[src/cpu_pkg.sv]
`default_nettype none

package cpu_pkg;

  localparam logic [31:0] reset_pc = 32'hff000000; // boot address
  localparam logic [31:0] reset_sp = 32'h0007ffff; // stack top

  // instruction format, bits 15:14
  typedef enum logic [1:0] {
    fmt_f0,
    fmt_f1,
    fmt_f2,
    fmt_f3
  } fmt_e;

  typedef enum logic [4:0] {
    op_nop, op_rts, op_inc, op_dec,
    op_alu_rr, op_mov, op_cmp,
    op_alu_ri, op_ldi,
    op_bra, op_beq, op_bne, op_bgt, op_bge, op_ble, op_blt,
    op_ld, op_st, op_jmp, op_jsr, op_ldl,
    op_illegal
  } op_e;

  // encoded in insn bits 7:5 for rr and ri forms
  typedef enum logic [2:0] {
    alu_and,
    alu_or,
    alu_add,
    alu_sub,
    alu_xor,
    alu_shl,
    alu_shr,
    alu_pass
  } alu_func_e;

  typedef enum logic [4:0] {
    st_fetch1w, st_fetch1,
    st_fetch2w, st_fetch2,
    st_memop1w, st_memop1,
    st_memop2w, st_memop2,
    st_load, st_store,
    st_call1, st_call2,
    st_rtn1w, st_rtn1,
    st_rtn2w, st_rtn2,
    st_err
  } state_e;

  typedef struct packed {
    op_e       op;
    alu_func_e func;
    logic [4:0] rd;
  } decoded_t;

  // same bit order as ccr
  typedef struct packed {
    logic c;
    logic n;
    logic v;
    logic z;
  } flags_t;

endpackage

`default_nettype wire

[src/cpu_alu.sv]
`default_nettype none
`timescale 1ns/10ps

module cpu_alu (
  input  wire logic [31:0]      a,
  input  wire logic [31:0]      b,
  input  cpu_pkg::alu_func_e    func,
  output logic [31:0]           y,
  output cpu_pkg::flags_t       flags
);

  import cpu_pkg::*;

  logic [32:0] sum;

  always_comb begin
    sum     = 33'd0;
    y       = 32'd0;
    flags.c = 1'b0;
    flags.v = 1'b0;
    case (func)
      alu_and: y = a & b;
      alu_or:  y = a | b;
      alu_add: begin
        sum     = {1'b0, a} + {1'b0, b};
        y       = sum[31:0];
        flags.c = sum[32];
        flags.v = (a[31] == b[31]) && (y[31] != a[31]);
      end
      alu_sub: begin
        sum     = {1'b0, a} + {1'b0, ~b} + 33'd1;
        y       = sum[31:0];
        flags.c = sum[32]; // set when no borrow
        flags.v = (a[31] != b[31]) && (y[31] != a[31]);
      end
      alu_xor: y = a ^ b;
      alu_shl: y = a << b[4:0];
      alu_shr: y = a >> b[4:0]; // logical
      alu_pass: y = b;
      default: y = 32'd0;
    endcase
    flags.n = y[31];
    flags.z = (y == 32'd0);
  end

endmodule

`default_nettype wire

[src/cpu_control.sv]
`default_nettype none
`timescale 1ns/10ps

module cpu_control (
  input  wire logic             clk,
  input  wire logic             rst_n,
  input  wire logic [15:0]      data_in,
  input  cpu_pkg::decoded_t     dec_now,
  input  cpu_pkg::decoded_t     dec_held,
  input  wire logic [31:0]      alu_y,
  input  cpu_pkg::flags_t       alu_flags,
  input  wire logic [31:0]      rdata1,
  input  wire logic [31:0]      rdata2,
  output logic [15:0]           insn_now,
  output logic [15:0]           insn_held,
  output logic [31:0]           alu_a,
  output logic [31:0]           alu_b,
  output cpu_pkg::alu_func_e    alu_func,
  output logic [4:0]            raddr1,
  output logic [4:0]            raddr2,
  output logic [4:0]            waddr,
  output logic [31:0]           wdata,
  output logic                  wen,
  output logic [31:0]           addrbus,
  output logic [15:0]           data_out,
  output logic                  write_out,
  output logic [3:0]            ccr
);

  import cpu_pkg::*;

  state_e      state, state_next;
  logic [31:0] pc, pc_next;
  logic [31:0] sp, sp_next;
  logic [31:0] mar, mar_next;
  logic [31:0] ret_pc, ret_pc_next;
  logic [15:0] opcode, opcode_next;
  logic [15:0] data_out_next;
  flags_t      ccr_q, ccr_next;
  logic [31:0] pc_inc;
  logic [31:0] imm_sext;
  logic [31:0] mem_addr;
  logic        br_taken;

  assign insn_now  = data_in;
  assign insn_held = opcode;
  assign ccr       = ccr_q;
  assign pc_inc    = pc + 32'd2;
  assign imm_sext  = {{16{data_in[15]}}, data_in};
  assign mem_addr  = {data_in, mar[15:0]}; // high word arriving in memop2

  always_ff @(posedge clk or negedge rst_n) begin
    if (!rst_n) begin
      state    <= st_fetch1w;
      pc       <= reset_pc;
      sp       <= reset_sp;
      mar      <= 32'd0;
      ret_pc   <= 32'd0;
      opcode   <= 16'd0;
      data_out <= 16'd0;
      ccr_q    <= '0;
    end else begin
      state    <= state_next;
      pc       <= pc_next;
      sp       <= sp_next;
      mar      <= mar_next;
      ret_pc   <= ret_pc_next;
      opcode   <= opcode_next;
      data_out <= data_out_next;
      ccr_q    <= ccr_next;
    end
  end

  // signed compare rules on ccr
  always_comb begin
    br_taken = 1'b0;
    case (dec_held.op)
      op_bra:  br_taken = 1'b1;
      op_beq:  br_taken = ccr_q.z;
      op_bne:  br_taken = !ccr_q.z;
      op_bgt:  br_taken = !(ccr_q.z || (ccr_q.n != ccr_q.v));
      op_bge:  br_taken = (ccr_q.n == ccr_q.v);
      op_ble:  br_taken = ccr_q.z || (ccr_q.n != ccr_q.v);
      op_blt:  br_taken = (ccr_q.n != ccr_q.v);
      default: br_taken = 1'b0;
    endcase
  end

  always_comb begin
    state_next    = state;
    pc_next       = pc;
    sp_next       = sp;
    mar_next      = mar;
    ret_pc_next   = ret_pc;
    opcode_next   = opcode;
    data_out_next = data_out;
    ccr_next      = ccr_q;
    alu_a         = 32'd0;
    alu_b         = 32'd0;
    alu_func      = alu_pass;
    raddr1        = 5'd0;
    raddr2        = 5'd0;
    waddr         = 5'd0;
    wdata         = 32'd0;
    wen           = 1'b0;
    addrbus       = pc;
    write_out     = 1'b0;
    case (state)
      st_fetch1w: state_next = st_fetch1;
      st_fetch1: begin
        opcode_next = data_in;
        pc_next     = pc_inc;
        case (dec_now.op)
          op_nop: state_next = st_fetch1w;
          op_rts: begin
            state_next = st_rtn1w;
            sp_next    = sp + 32'd2;
          end
          op_inc, op_dec: begin
            state_next = st_fetch1w;
            raddr1     = dec_now.rd; // register from the word just fetched
            alu_a      = rdata1;
            alu_b      = 32'd1;
            if (dec_now.op == op_inc) begin
              alu_func = alu_add;
            end else begin
              alu_func = alu_sub;
            end
            waddr = dec_now.rd;
            wdata = alu_y;
            wen   = 1'b1;
          end
          op_alu_rr, op_mov, op_cmp, op_alu_ri, op_ldi,
          op_bra, op_beq, op_bne, op_bgt, op_bge, op_ble, op_blt:
            state_next = st_fetch2w;
          op_ld, op_st, op_jmp, op_jsr, op_ldl: state_next = st_memop1w;
          default: begin
            state_next = st_err;
            pc_next    = pc;
          end
        endcase
      end
      st_fetch2w: state_next = st_fetch2;
      st_fetch2: begin
        state_next = st_fetch1w;
        pc_next    = pc_inc;
        case (dec_held.op)
          op_alu_rr: begin
            raddr1   = data_in[12:8];
            raddr2   = data_in[4:0];
            alu_a    = rdata1;
            alu_b    = rdata2;
            alu_func = dec_held.func;
            waddr    = dec_held.rd;
            wdata    = alu_y;
            wen      = 1'b1;
          end
          op_mov: begin
            raddr1 = data_in[12:8];
            waddr  = dec_held.rd;
            wdata  = rdata1;
            wen    = 1'b1;
          end
          op_cmp: begin
            raddr1   = dec_held.rd;
            raddr2   = data_in[12:8];
            alu_a    = rdata1;
            alu_b    = rdata2;
            alu_func = alu_sub;
            ccr_next = alu_flags;
          end
          op_alu_ri: begin
            raddr1   = dec_held.rd;
            alu_a    = rdata1;
            alu_b    = imm_sext;
            alu_func = dec_held.func;
            waddr    = dec_held.rd;
            wdata    = alu_y;
            wen      = 1'b1;
          end
          op_ldi: begin
            waddr = dec_held.rd;
            wdata = imm_sext;
            wen   = 1'b1;
          end
          op_bra, op_beq, op_bne, op_bgt, op_bge, op_ble, op_blt: begin
            if (br_taken) begin
              pc_next = pc_inc + imm_sext; // relative to word after offset
            end
          end
          default: state_next = st_err;
        endcase
      end
      st_memop1w: state_next = st_memop1;
      st_memop1: begin
        state_next     = st_memop2w;
        pc_next        = pc_inc;
        mar_next[15:0] = data_in; // low address word
      end
      st_memop2w: state_next = st_memop2;
      st_memop2: begin
        pc_next  = pc_inc;
        mar_next = mem_addr;
        case (dec_held.op)
          op_ld: begin
            state_next = st_load;
            addrbus    = mem_addr; // data returns in load
          end
          op_st: begin
            state_next    = st_store;
            raddr1        = dec_held.rd;
            data_out_next = rdata1[15:0];
          end
          op_jmp: begin
            state_next = st_fetch1w;
            pc_next    = mem_addr;
          end
          op_jsr: begin
            state_next    = st_call1;
            ret_pc_next   = pc_inc;
            data_out_next = pc_inc[31:16]; // high half pushed first
          end
          op_ldl: begin
            state_next = st_fetch1w;
            waddr      = dec_held.rd;
            wdata      = mem_addr;
            wen        = 1'b1;
          end
          default: state_next = st_err;
        endcase
      end
      st_load: begin
        state_next = st_fetch1w;
        waddr      = dec_held.rd;
        wdata      = {16'h0000, data_in};
        wen        = 1'b1;
      end
      st_store: begin
        state_next = st_fetch1w;
        addrbus    = mar;
        write_out  = 1'b1;
      end
      st_call1: begin
        state_next    = st_call2;
        addrbus       = sp;
        write_out     = 1'b1;
        sp_next       = sp - 32'd2;
        data_out_next = ret_pc[15:0];
      end
      st_call2: begin
        state_next = st_fetch1w;
        addrbus    = sp;
        write_out  = 1'b1;
        sp_next    = sp - 32'd2;
        pc_next    = mar; // subroutine entry
      end
      st_rtn1w: begin
        state_next = st_rtn1;
        addrbus    = sp;
      end
      st_rtn1: begin
        state_next = st_rtn2w;
        pc_next    = {pc[31:16], data_in};
        sp_next    = sp + 32'd2;
      end
      st_rtn2w: begin
        state_next = st_rtn2;
        addrbus    = sp;
      end
      st_rtn2: begin
        state_next = st_fetch1w;
        pc_next    = {data_in, pc[15:0]};
      end
      st_err: state_next = st_err; // halted
      default: state_next = st_err;
    endcase
  end

endmodule

`default_nettype wire

[src/cpu_decode.sv]
`default_nettype none
`timescale 1ns/10ps

module cpu_decode (
  input  wire logic [15:0]       insn,
  output cpu_pkg::decoded_t      dec
);

  import cpu_pkg::*;

  fmt_e       fmt;
  logic [7:0] sub;

  assign fmt = fmt_e'(insn[15:14]);
  assign sub = insn[12:5];

  always_comb begin
    dec.func = alu_func_e'(insn[7:5]);
    dec.rd   = insn[4:0];
    dec.op   = op_illegal;
    case (fmt)
      fmt_f0: begin
        case (sub)
          8'h00: dec.op = op_nop;
          8'h01: dec.op = op_rts;
          8'h03: dec.op = op_inc;
          8'h04: dec.op = op_dec;
          default: dec.op = op_illegal; // rti not supported
        endcase
      end
      fmt_f1: begin
        casez (sub)
          8'b0000_0???: dec.op = op_alu_rr; // func in bits 7:5
          8'h10:        dec.op = op_mov;
          8'h11:        dec.op = op_cmp;
          default:      dec.op = op_illegal;
        endcase
      end
      fmt_f2: begin
        casez (sub)
          8'b0000_0???: dec.op = op_alu_ri;
          8'h10:        dec.op = op_ldi;
          8'h20:        dec.op = op_bra;
          8'h21:        dec.op = op_beq;
          8'h22:        dec.op = op_bne;
          8'h24:        dec.op = op_bgt;
          8'h25:        dec.op = op_bge;
          8'h26:        dec.op = op_ble;
          8'h27:        dec.op = op_blt;
          default:      dec.op = op_illegal;
        endcase
      end
      fmt_f3: begin
        case (sub)
          8'h11:   dec.op = op_ld;
          8'h14:   dec.op = op_st;
          8'h16:   dec.op = op_jmp;
          8'h17:   dec.op = op_jsr;
          8'h20:   dec.op = op_ldl;
          default: dec.op = op_illegal;
        endcase
      end
      default: dec.op = op_illegal;
    endcase
  end

endmodule

`default_nettype wire

[src/cpu_regfile.sv]
`default_nettype none
`timescale 1ns/10ps

module cpu_regfile (
  input  wire logic        clk,
  input  wire logic        rst_n,
  input  wire logic [4:0]  raddr1,
  input  wire logic [4:0]  raddr2,
  input  wire logic [4:0]  waddr,
  input  wire logic [31:0] wdata,
  input  wire logic        wen,
  output logic [31:0]      rdata1,
  output logic [31:0]      rdata2
);

  logic [31:0] regs [32];

  always_ff @(posedge clk or negedge rst_n) begin
    if (!rst_n) begin
      for (int i = 0; i < 32; i++) begin
        regs[i] <= 32'd0;
      end
    end else if (wen) begin
      regs[waddr] <= wdata;
    end
  end

  // async read, old value during a same-cycle write
  assign rdata1 = regs[raddr1];
  assign rdata2 = regs[raddr2];

endmodule

`default_nettype wire

[src/cpu_top.sv]
`default_nettype none
`timescale 1ns/10ps

module cpu_top (
  input  wire logic        clk,
  input  wire logic        rst_n,
  output logic [31:0]      addrbus,
  input  wire logic [15:0] data_in,
  output logic [15:0]      data_out,
  output logic             write_out,
  output logic [3:0]       ccr
);

  import cpu_pkg::*;

  logic [15:0] insn_now, insn_held;
  decoded_t    dec_now, dec_held;
  logic [31:0] alu_a, alu_b, alu_y;
  alu_func_e   alu_func;
  flags_t      alu_flags;
  logic [4:0]  raddr1, raddr2, waddr;
  logic [31:0] wdata, rdata1, rdata2;
  logic        wen;

  cpu_control u_control (
    .clk(clk), .rst_n(rst_n), .data_in(data_in),
    .dec_now(dec_now), .dec_held(dec_held),
    .alu_y(alu_y), .alu_flags(alu_flags),
    .rdata1(rdata1), .rdata2(rdata2),
    .insn_now(insn_now), .insn_held(insn_held),
    .alu_a(alu_a), .alu_b(alu_b), .alu_func(alu_func),
    .raddr1(raddr1), .raddr2(raddr2), .waddr(waddr),
    .wdata(wdata), .wen(wen),
    .addrbus(addrbus), .data_out(data_out), .write_out(write_out), .ccr(ccr)
  );

  cpu_decode u_decode_now  (.insn(insn_now),  .dec(dec_now));  // raw word in fetch1
  cpu_decode u_decode_held (.insn(insn_held), .dec(dec_held)); // latched opcode

  cpu_alu u_alu (.a(alu_a), .b(alu_b), .func(alu_func), .y(alu_y), .flags(alu_flags));

  cpu_regfile u_regfile (
    .clk(clk), .rst_n(rst_n),
    .raddr1(raddr1), .raddr2(raddr2), .waddr(waddr),
    .wdata(wdata), .wen(wen),
    .rdata1(rdata1), .rdata2(rdata2)
  );

endmodule

`default_nettype wire

[config.mk]
export PLATFORM = sky130hd
export DESIGN_NAME = cpu_top
export DESIGN_NICKNAME = d
export VERILOG_FILES = /design/src/cpu_pkg.sv /design/src/cpu_alu.sv /design/src/cpu_control.sv /design/src/cpu_decode.sv /design/src/cpu_regfile.sv /design/src/cpu_top.sv
export SDC_FILE = /design/constraint.sdc
export NUM_CORES = 2
export LEC_CHECK = 0
export BUFFER_PORTS_ARGS = -buffer_cell sky130_fd_sc_hd__clkbuf_2
export CAP_MARGIN = 20
export CELL_PAD_IN_SITES_DETAIL_PLACEMENT = 2
export CELL_PAD_IN_SITES_GLOBAL_PLACEMENT = 2
export CORE_MARGIN = 5
export CORE_UTILIZATION = 36
export CTS_CLUSTER_DIAMETER = 60
export DETAILED_ROUTE_END_ITERATION = 8
export PLACE_DENSITY_LB_ADDON = 0.1
export SETUP_SLACK_MARGIN = 0.3
export SLEW_MARGIN = 20
export SYNTH_ARGS = -nofsm -noshare
export SYNTH_HDL_FRONTEND = slang
export SYNTH_SLANG_ARGS = --single-unit
[constraint.sdc]
create_clock -name clk -period 9.6 [get_ports clk]
set_clock_uncertainty 0.1 [all_clocks]
set_input_delay 2.4 -clock clk [delete_from_list [all_inputs] [get_ports clk]]
set_output_delay 2.4 -clock clk [all_outputs]
set_load 0.01 [all_outputs]
# Word-level counts from Yosys, hierarchy flattened
# Index checks and enable logic that the tools add are counted.
dict set report totals {
  reg_bits 1177
}
dict set report classes {
  add_sub_neg 7
  order_cmp 4
  n_eq_ne 104
  shift 2
  mux 66
  bitwise 9
  reduce_logical 44
}
# op n
set ops {}
lappend ops {{bitwise mux 1024 bit} 1}
lappend ops {{2-to-1 mux 32 bit} 15}
lappend ops {{binary-select mux 32 bit (select 5 bit)} 2}
lappend ops {{case mux 32 bit (3 select lines)} 3}
lappend ops {{case mux 32 bit (8 select lines)} 1}
lappend ops {{case mux 32 bit (7 select lines)} 1}
lappend ops {{case mux 32 bit (2 select lines)} 3}
lappend ops {{demux 32 bit (select 5 bit)} 1}
lappend ops {{case mux 5 bit (4 select lines)} 7}
lappend ops {{case mux 32 bit (4 select lines)} 1}
lappend ops {{== test 5 x 4 -> 1 bit, second input constant} 24}
lappend ops {{== test 8 x 6 -> 1 bit, second input constant} 14}
lappend ops {{case mux 5 bit (9 select lines)} 2}
lappend ops {{== test 8 x 5 -> 1 bit, second input constant} 10}
lappend ops {{adder 32 x 32 -> 33 bit} 2}
lappend ops {{case mux 5 bit (13 select lines)} 1}
lappend ops {{adder 32 x 2 -> 32 bit, second input constant} 2}
lappend ops {{case mux 16 bit (2 select lines)} 2}
lappend ops {{== test 5 x 3 -> 1 bit, second input constant} 12}
lappend ops {{== test 5 bit, second input constant} 10}
lappend ops {{case mux 5 bit (3 select lines)} 3}
lappend ops {{adder 33 x 1 -> 33 bit, second input constant} 1}
lappend ops {{adder 32 bit} 1}
lappend ops {{bitwise AND 32 bit} 1}
lappend ops {{other kinds (53)} 116}

# Depth between registers and ports, before layout
dict set report logic_depth {
  ltp_word 19
  mapped_depth 47
}

# Cells and area by module
# Synthesis repeated with hierarchy kept, for this count alone.
dict set report unflattened {
  cells_unflattened 7976
  hier_area_um2 80442.2
}
# mod instances cells_per_inst area_each_um2
set by_module_without_submodules {}
lappend by_module_without_submodules {cpu_regfile 1 4605 56245.2}
lappend by_module_without_submodules {cpu_control 1 1716 13254.0}
lappend by_module_without_submodules {cpu_alu 1 1495 9907.0}
lappend by_module_without_submodules {cpu_decode 2 80 518.0}

# Least setup slack after synthesis
# No wires, ideal clock.
dict set report synth_timing {
  path_type {input to register}
  startpoint {input data_in[8]}
  endpoint {register u_regfile.regs[862] (netlist name)}
  setup_ns 0.125
  arrival_time_ns 10.483
  required_time_ns 9.375
  path_slack_ns -1.108
  stages 35
  path_buffers 3
  path_cell_list {nor3_1 nand2_1 nor4_1 a21oi_1 o21ai_2 buf_2 buf_2 mux2i_1 a2111oi_0 a2111oi_2 inv_1 fa_1 nor2b_1 o21ai_0 a21oi_1 o41ai_1 o41ai_1 or4_1 a31oi_1 nor2b_1 o31ai_1 a21oi_1 a41oi_1 a21oi_1 nand4_1 a41oi_1 a21o_1 a21o_1 a21o_1 xor2_1 a221oi_1 o21ai_0 a221o_1 clkbuf_1 mux2_2}
}
dict set report synth_via {
  elab_chain_cells 19
  word_cells_on_any_way 78
  cone_classes {add/sub (3); order compare (2); eq/ne (24); shift (2); mux (35); bitwise (7); reduce/logical (5)}
}
# element line
set synth_lines {}
lappend synth_lines {{start: declaration} cpu_top.sv:8} ;# input wire logic [15:0] data_in,
lappend synth_lines {{== test 8 x 6 -> 1 bit, or another cell as far along} cpu_decode.sv:40} ;# casez (sub)
lappend synth_lines {{case mux 5 bit (9 select lines), or another cell as far along} cpu_decode.sv:40}
lappend synth_lines {{case mux 5 bit (4 select lines)} cpu_decode.sv:21} ;# case (fmt)
lappend synth_lines {{== test 5 x 2 -> 1 bit (on tied branches)} {cpu_control.sv:113, cpu_control.sv:124}}
lappend synth_lines {{OR reduction 2 bit} cpu_control.sv:113} ;# case (dec_now.op)
lappend synth_lines {{2-to-1 mux 5 bit} cpu_control.sv:113}
lappend synth_lines {{case mux 5 bit (3 select lines)} cpu_control.sv:108} ;# case (state)
lappend synth_lines {{inverter 5 -> 6 bit (not written as such)} cpu_regfile.sv:29} ;# assign rdata1 = regs[raddr1];
lappend synth_lines {{[3 not listed]} -}
lappend synth_lines {{2-to-1 mux 32 bit (on tied branches)} {cpu_control.sv:147, cpu_control.sv:113}}
lappend synth_lines {{case mux 32 bit (2 select lines)} cpu_control.sv:108}
lappend synth_lines {{adder 32 x 32 -> 33 bit} cpu_alu.sv:31} ;# sum = {1'b0, a} + {1'b0, ~b} + 33'd1;
lappend synth_lines {{adder 33 x 1 -> 33 bit} cpu_alu.sv:31}
lappend synth_lines {{case mux 32 bit (8 select lines)} cpu_alu.sv:21} ;# case (func)
lappend synth_lines {{case mux 32 bit (3 select lines) / 2-to-1 mux 32 bit (equally long branches)} {cpu_control.sv:147, cpu_control.sv:113}}
lappend synth_lines {{case mux 32 bit (4 select lines)} cpu_control.sv:108}
lappend synth_lines {{bitwise mux 1024 bit} cpu_regfile.sv:24} ;# regs[waddr] <= wdata;
lappend synth_lines {{end signal: indexed assignment} cpu_regfile.sv:24}
lappend synth_lines {{end: declaration} cpu_regfile.sv:16} ;# logic [31:0] regs [32];
# Parallel ways exist; a longest one is shown, timed or not. The select of a mux whose other input is x is not followed.
# A chain may end at the register's enable or synchronous reset.

# Worst setup path in the final report
dict set report layout_timing {
  startpoint {input data_in[15]}
  endpoint {register u_regfile.regs[894] (netlist name)}
}
dict set report layout_via {
  elab_chain_cells 18
  word_cells_on_any_way 54
  cone_classes {add/sub (3); order compare (2); eq/ne (12); shift (2); mux (25); bitwise (6); reduce/logical (4)}
}
# element line
set layout_lines {}
lappend layout_lines {{== test 2 bit, or another cell as far along} cpu_decode.sv:21}
lappend layout_lines {{case mux 5 bit (4 select lines)} cpu_decode.sv:21}
lappend layout_lines {{== test 5 x 2 -> 1 bit (on tied branches)} {cpu_control.sv:113, cpu_control.sv:124}}
lappend layout_lines {{OR reduction 2 bit} cpu_control.sv:113}
lappend layout_lines {{2-to-1 mux 5 bit} cpu_control.sv:113}
lappend layout_lines {{case mux 5 bit (3 select lines)} cpu_control.sv:108}
lappend layout_lines {{inverter 5 -> 6 bit (not written as such)} cpu_regfile.sv:29}
lappend layout_lines {{binary-select mux 32 bit (select 5 bit)} cpu_regfile.sv:29}
lappend layout_lines {{2-to-1 mux 32 bit (not written as such) (2 in series)} cpu_regfile.sv:29}
lappend layout_lines {{2-to-1 mux 32 bit (on tied branches)} {cpu_control.sv:147, cpu_control.sv:113}}
lappend layout_lines {{case mux 32 bit (2 select lines)} cpu_control.sv:108}
lappend layout_lines {{adder 32 x 32 -> 33 bit} cpu_alu.sv:31}
lappend layout_lines {{adder 33 x 1 -> 33 bit} cpu_alu.sv:31}
lappend layout_lines {{case mux 32 bit (8 select lines)} cpu_alu.sv:21}
lappend layout_lines {{case mux 32 bit (3 select lines) / 2-to-1 mux 32 bit (equally long branches)} {cpu_control.sv:147, cpu_control.sv:113}}
lappend layout_lines {{case mux 32 bit (4 select lines)} cpu_control.sv:108}
lappend layout_lines {{bitwise mux 1024 bit} cpu_regfile.sv:24}
# Parallel ways exist; a longest one is shown, timed or not. The select of a mux whose other input is x is not followed.

==> summary.md <==
| Metric | Value |
|---|---|
| Crit-path slowest cell | `a2111oi_4` |
| Via count | `96,969` |
| Top cell family by delay on the critical path | `compound AO/OA/AOI/OAI gates` |
| Top Ports | `71` |
| Avg WL per Cell | `38.6 um` |
| Vias in the first global route | `101,422` |
| Die Height | `488 um` |
| R2R depth | `45` |
| Vias per cell | `6.66` |
| Clock sinks | `1,175` |
| Hold Path Class | `flop to flop` |
| Post-route insts no fill | `14,551` |
| Number of synthesized register bits | `1,175` |
| Layout area overhead | `27.9%` |
| CTS tree | `done` |
| CP bufs+invs | `11` |
| Synth Instances | `10,414` |
| Grt ovf | `0` |
| Drt drc | `0` |
| Rel. slew slack | `0.0196` |
| Layout Nets | `11,565` |
| Violated checks | `negative setup slack` |
| Hold-fix buffers at CTS | `0` |
| Power Dens Cells | `112 nW/um^2` |
| Startpoint types | `input port` |
| Max Freq | `96.6 MHz` |
| WS Path Type | `input port to flop` |
| Initial DRC Count | `9,806` |
| Critical path fanouts, max | `8` |
| Final Util | `0.462` |
| Pwr Total | `11.8 mW` |
| Commonest non-fill, non-tap cell in the layout | `nand2_1` |
| Worst Max-Slew Pin Slew | `1.47 ns` |
| Mean Syn Cell Area | `7.89 sq um` |
| Layout cells sized above 1 | `0.242` |
| First-pass GRT wire length | `779,000 um` |
| Die area | `238,000 sq um` |
| Initial Utilization | `0.361` |
| Synth top area cells | `dfrtp_1 35%, nand2_1 14%, mux2_2 5.5%` |
| Worst Setup SP | `data_in[15]` |
| Final setup fails | `328` |
| Yosys top cell area share | `0.350` |
| Row count | `175` |
| Critical path endpoint | `u_regfile.regs[894]` |
| Status | `complete, but fails checks` |
| Fill count | `25,163` |
| CTS root buf | `clkbuf_16` |
| GP Congestion | `1.02` |
| Input/output buffers | `70` |
| Netlist cell types | `112` |
| Static leakage | `47.5 nW` |
| Minimum clock period | `10.36 ns` |
| Primary FF master, synth | `dfrtp_1` |
| Sequential-to-total area share from yosys stat | `0.358` |
| Num CTS Buffers | `162` |
| Core area | `227,000 sq um` |
| Depth of the CTS H-tree | `4` |
| Final Max Tran Viols | `0` |
| Drt total wl | `562,000 um` |
| Commonest cells after routing, fill and taps aside | `3,054 x nand2_1, 1,457 x buf_4, 1,149 x dfrtp_1` |
| Largest net degree at the start of global routing | `155` |
| Cell taking the most area after synthesis | `dfrtp_1` |
| Final period util | `1.08` |
| Worst-path clk slew | `0.06 ns` |
| Max-cap violations | `0` |
| Worst R2R End | `u_regfile.regs[894]` |
| Asr flop ratio synth | `1.00` |
| 1st-pass router iterations | `7` |
| Final Hold Vio Count | `0` |
| GRT Total Usage | `0.456` |
| Worst path depth | `42` |
| Dpl hpwl | `395,000 um` |
| Synthesized area | `82,100 sq um` |
| Post-route setup slack | `-0.755 ns` |
| Synthesized Nets | `10,596` |
| IR drop worst, VDD | `0.000197 V` |
| RSZ-0062 raised after global routing | `yes` |
| Setup TNS | `-85.73 ns` |
| Clk buf depth | `3` |
| Chip Width | `488 um` |
| RR Startpoint | `u_control.insn_held[12]` |
| Endpoint type of the worst setup path | `flop` |
| R2R setup slack | `-0.74 ns` |
| Worst-skew pair later-pin latency | `0.89 ns` |
| Arrival time worst endpoint | `11.00 ns` |
| Ys Warns | `0` |
| Min-delay src | `u_control.data_out[7]` |
| Worst stage delay on the critical path | `0.73 ns` |
| Cells after DPL | `14,141` |
| Req. time, crit path | `10.25 ns` |
| Post-synth EDFFs | `0` |
| Initial antenna violation count | `54` |
| Antenna-violating nets left | `0` |
==> power by group <==
part	total, mW	switching, mW	internal, mW
Combinational	0.301	0.231	0.0704
Clock	6.53	2.73	3.80
Sequential	4.97	0.00937	4.96
Total	11.8	2.97	8.83
==> synth_stat cells, drive strengths merged (48+ instances only) <==
cell type,count
nor2,417
a311oi,71
nor3,140
a2111oi,150
mux2,494
a211o,48
nand2,3090
a221oi,74
o211ai,179
nand3,526
inv,208
ha,160
a2bb2oi,95
a221o,50
xnor2,72
a21oi,343
mux2i,320
a211oi,150
dfrtp,1149
buf,235
o21ai,624
o22ai,109
and3,207
a31oi,112
clkbuf,666
==> metrics by stage <==
stage,worst slack (ns),area [sq um],hold WS [ns]
final,-0.755,105000,0.386
after global placement,-2.42,97200,0.358
after global routing,-0.947,105000,0.408
after CTS,-0.694,104000,0.391
after detailed placement,-2.40,97300,0.377
after floorplan,0.199,83000,0.345
==> worst min-delay path by stage <==
| stage | end | cells past startpoint |
|---|---|---|
| after global routing | u_control.data_out[11] | 2 |
| after detailed placement | u_regfile.regs[25] | 2 |
| final | u_control.data_out[7] | 2 |
| after global placement | u_control.ret_pc[13] | 2 |
| after CTS | u_control.ret_pc[15] | 2 |
| after floorplan | u_control.ret_pc[13] | 2 |
==> worst reg2reg max path: cells and delay by family, from the launching register on <==
family / cells / cell delay [ns]
simple gates: 8 / 2.13
xor+xnor: 1 / 0.15
buf+inv: 13 / 2.25
flops: 1 / 0.43
compound gates: 20 / 4.31
fa+ha+maj: 1 / 0.24
mux: 2 / 0.61
==> logic make-up after synthesis <==
logic type / share of synthesized area
AO/OA/AOI/OAI: 0.205
XOR/XNOR: 0.0115
adder cells (fa/ha/maj): 0.0253
buffers and inverters: 0.0532
flip-flops: 0.358
multiplexers: 0.111
AND/OR/NAND/NOR: 0.235
==> registers in the layout (all words and copies together) (netlist names) <==
register and count:
u_control.mar 32, u_control.sp 31, u_control.ret_pc 16, u_control.state 5, u_regfile.regs 1024, u_control.insn_held 15
u_control.ccr 4, u_control.data_out 16, u_control.pc 32
==> metal layers <==
layer,up-vias,GRT usage,share of wire
li1,38970,-,-
met4,54,0.342,0.089
met2,5511,0.695,0.43
met1,50395,0.544,0.38
met3,2039,0.133,0.10
met5,-,0,0.00064
==> cell type report <==
type	instances	area, sq um	area share
diodes	21	52.6	0.000500
clock buffers	233	4660	0.0444
clock inverters	69	1020	0.00970
inverters	210	801	0.00762
multi-input cells	8128	50600	0.482
flip-flops and latches	1175	29400	0.280
well taps	3009	3760	0.0358
repair buffers	1706	14700	0.140
==> repair_timing <==
| action | 4_1_cts | 5_1_grt |
|---|---|---|
| setup buffers | 35 | 42 |
| endpoints found under the setup margin | 740 | 751 |
| gates cloned | 3 | 4 |
| pin swaps | 34 | 47 |
| gates resized for setup | 122 | 133 |
(Power assumes the default switching activity.)
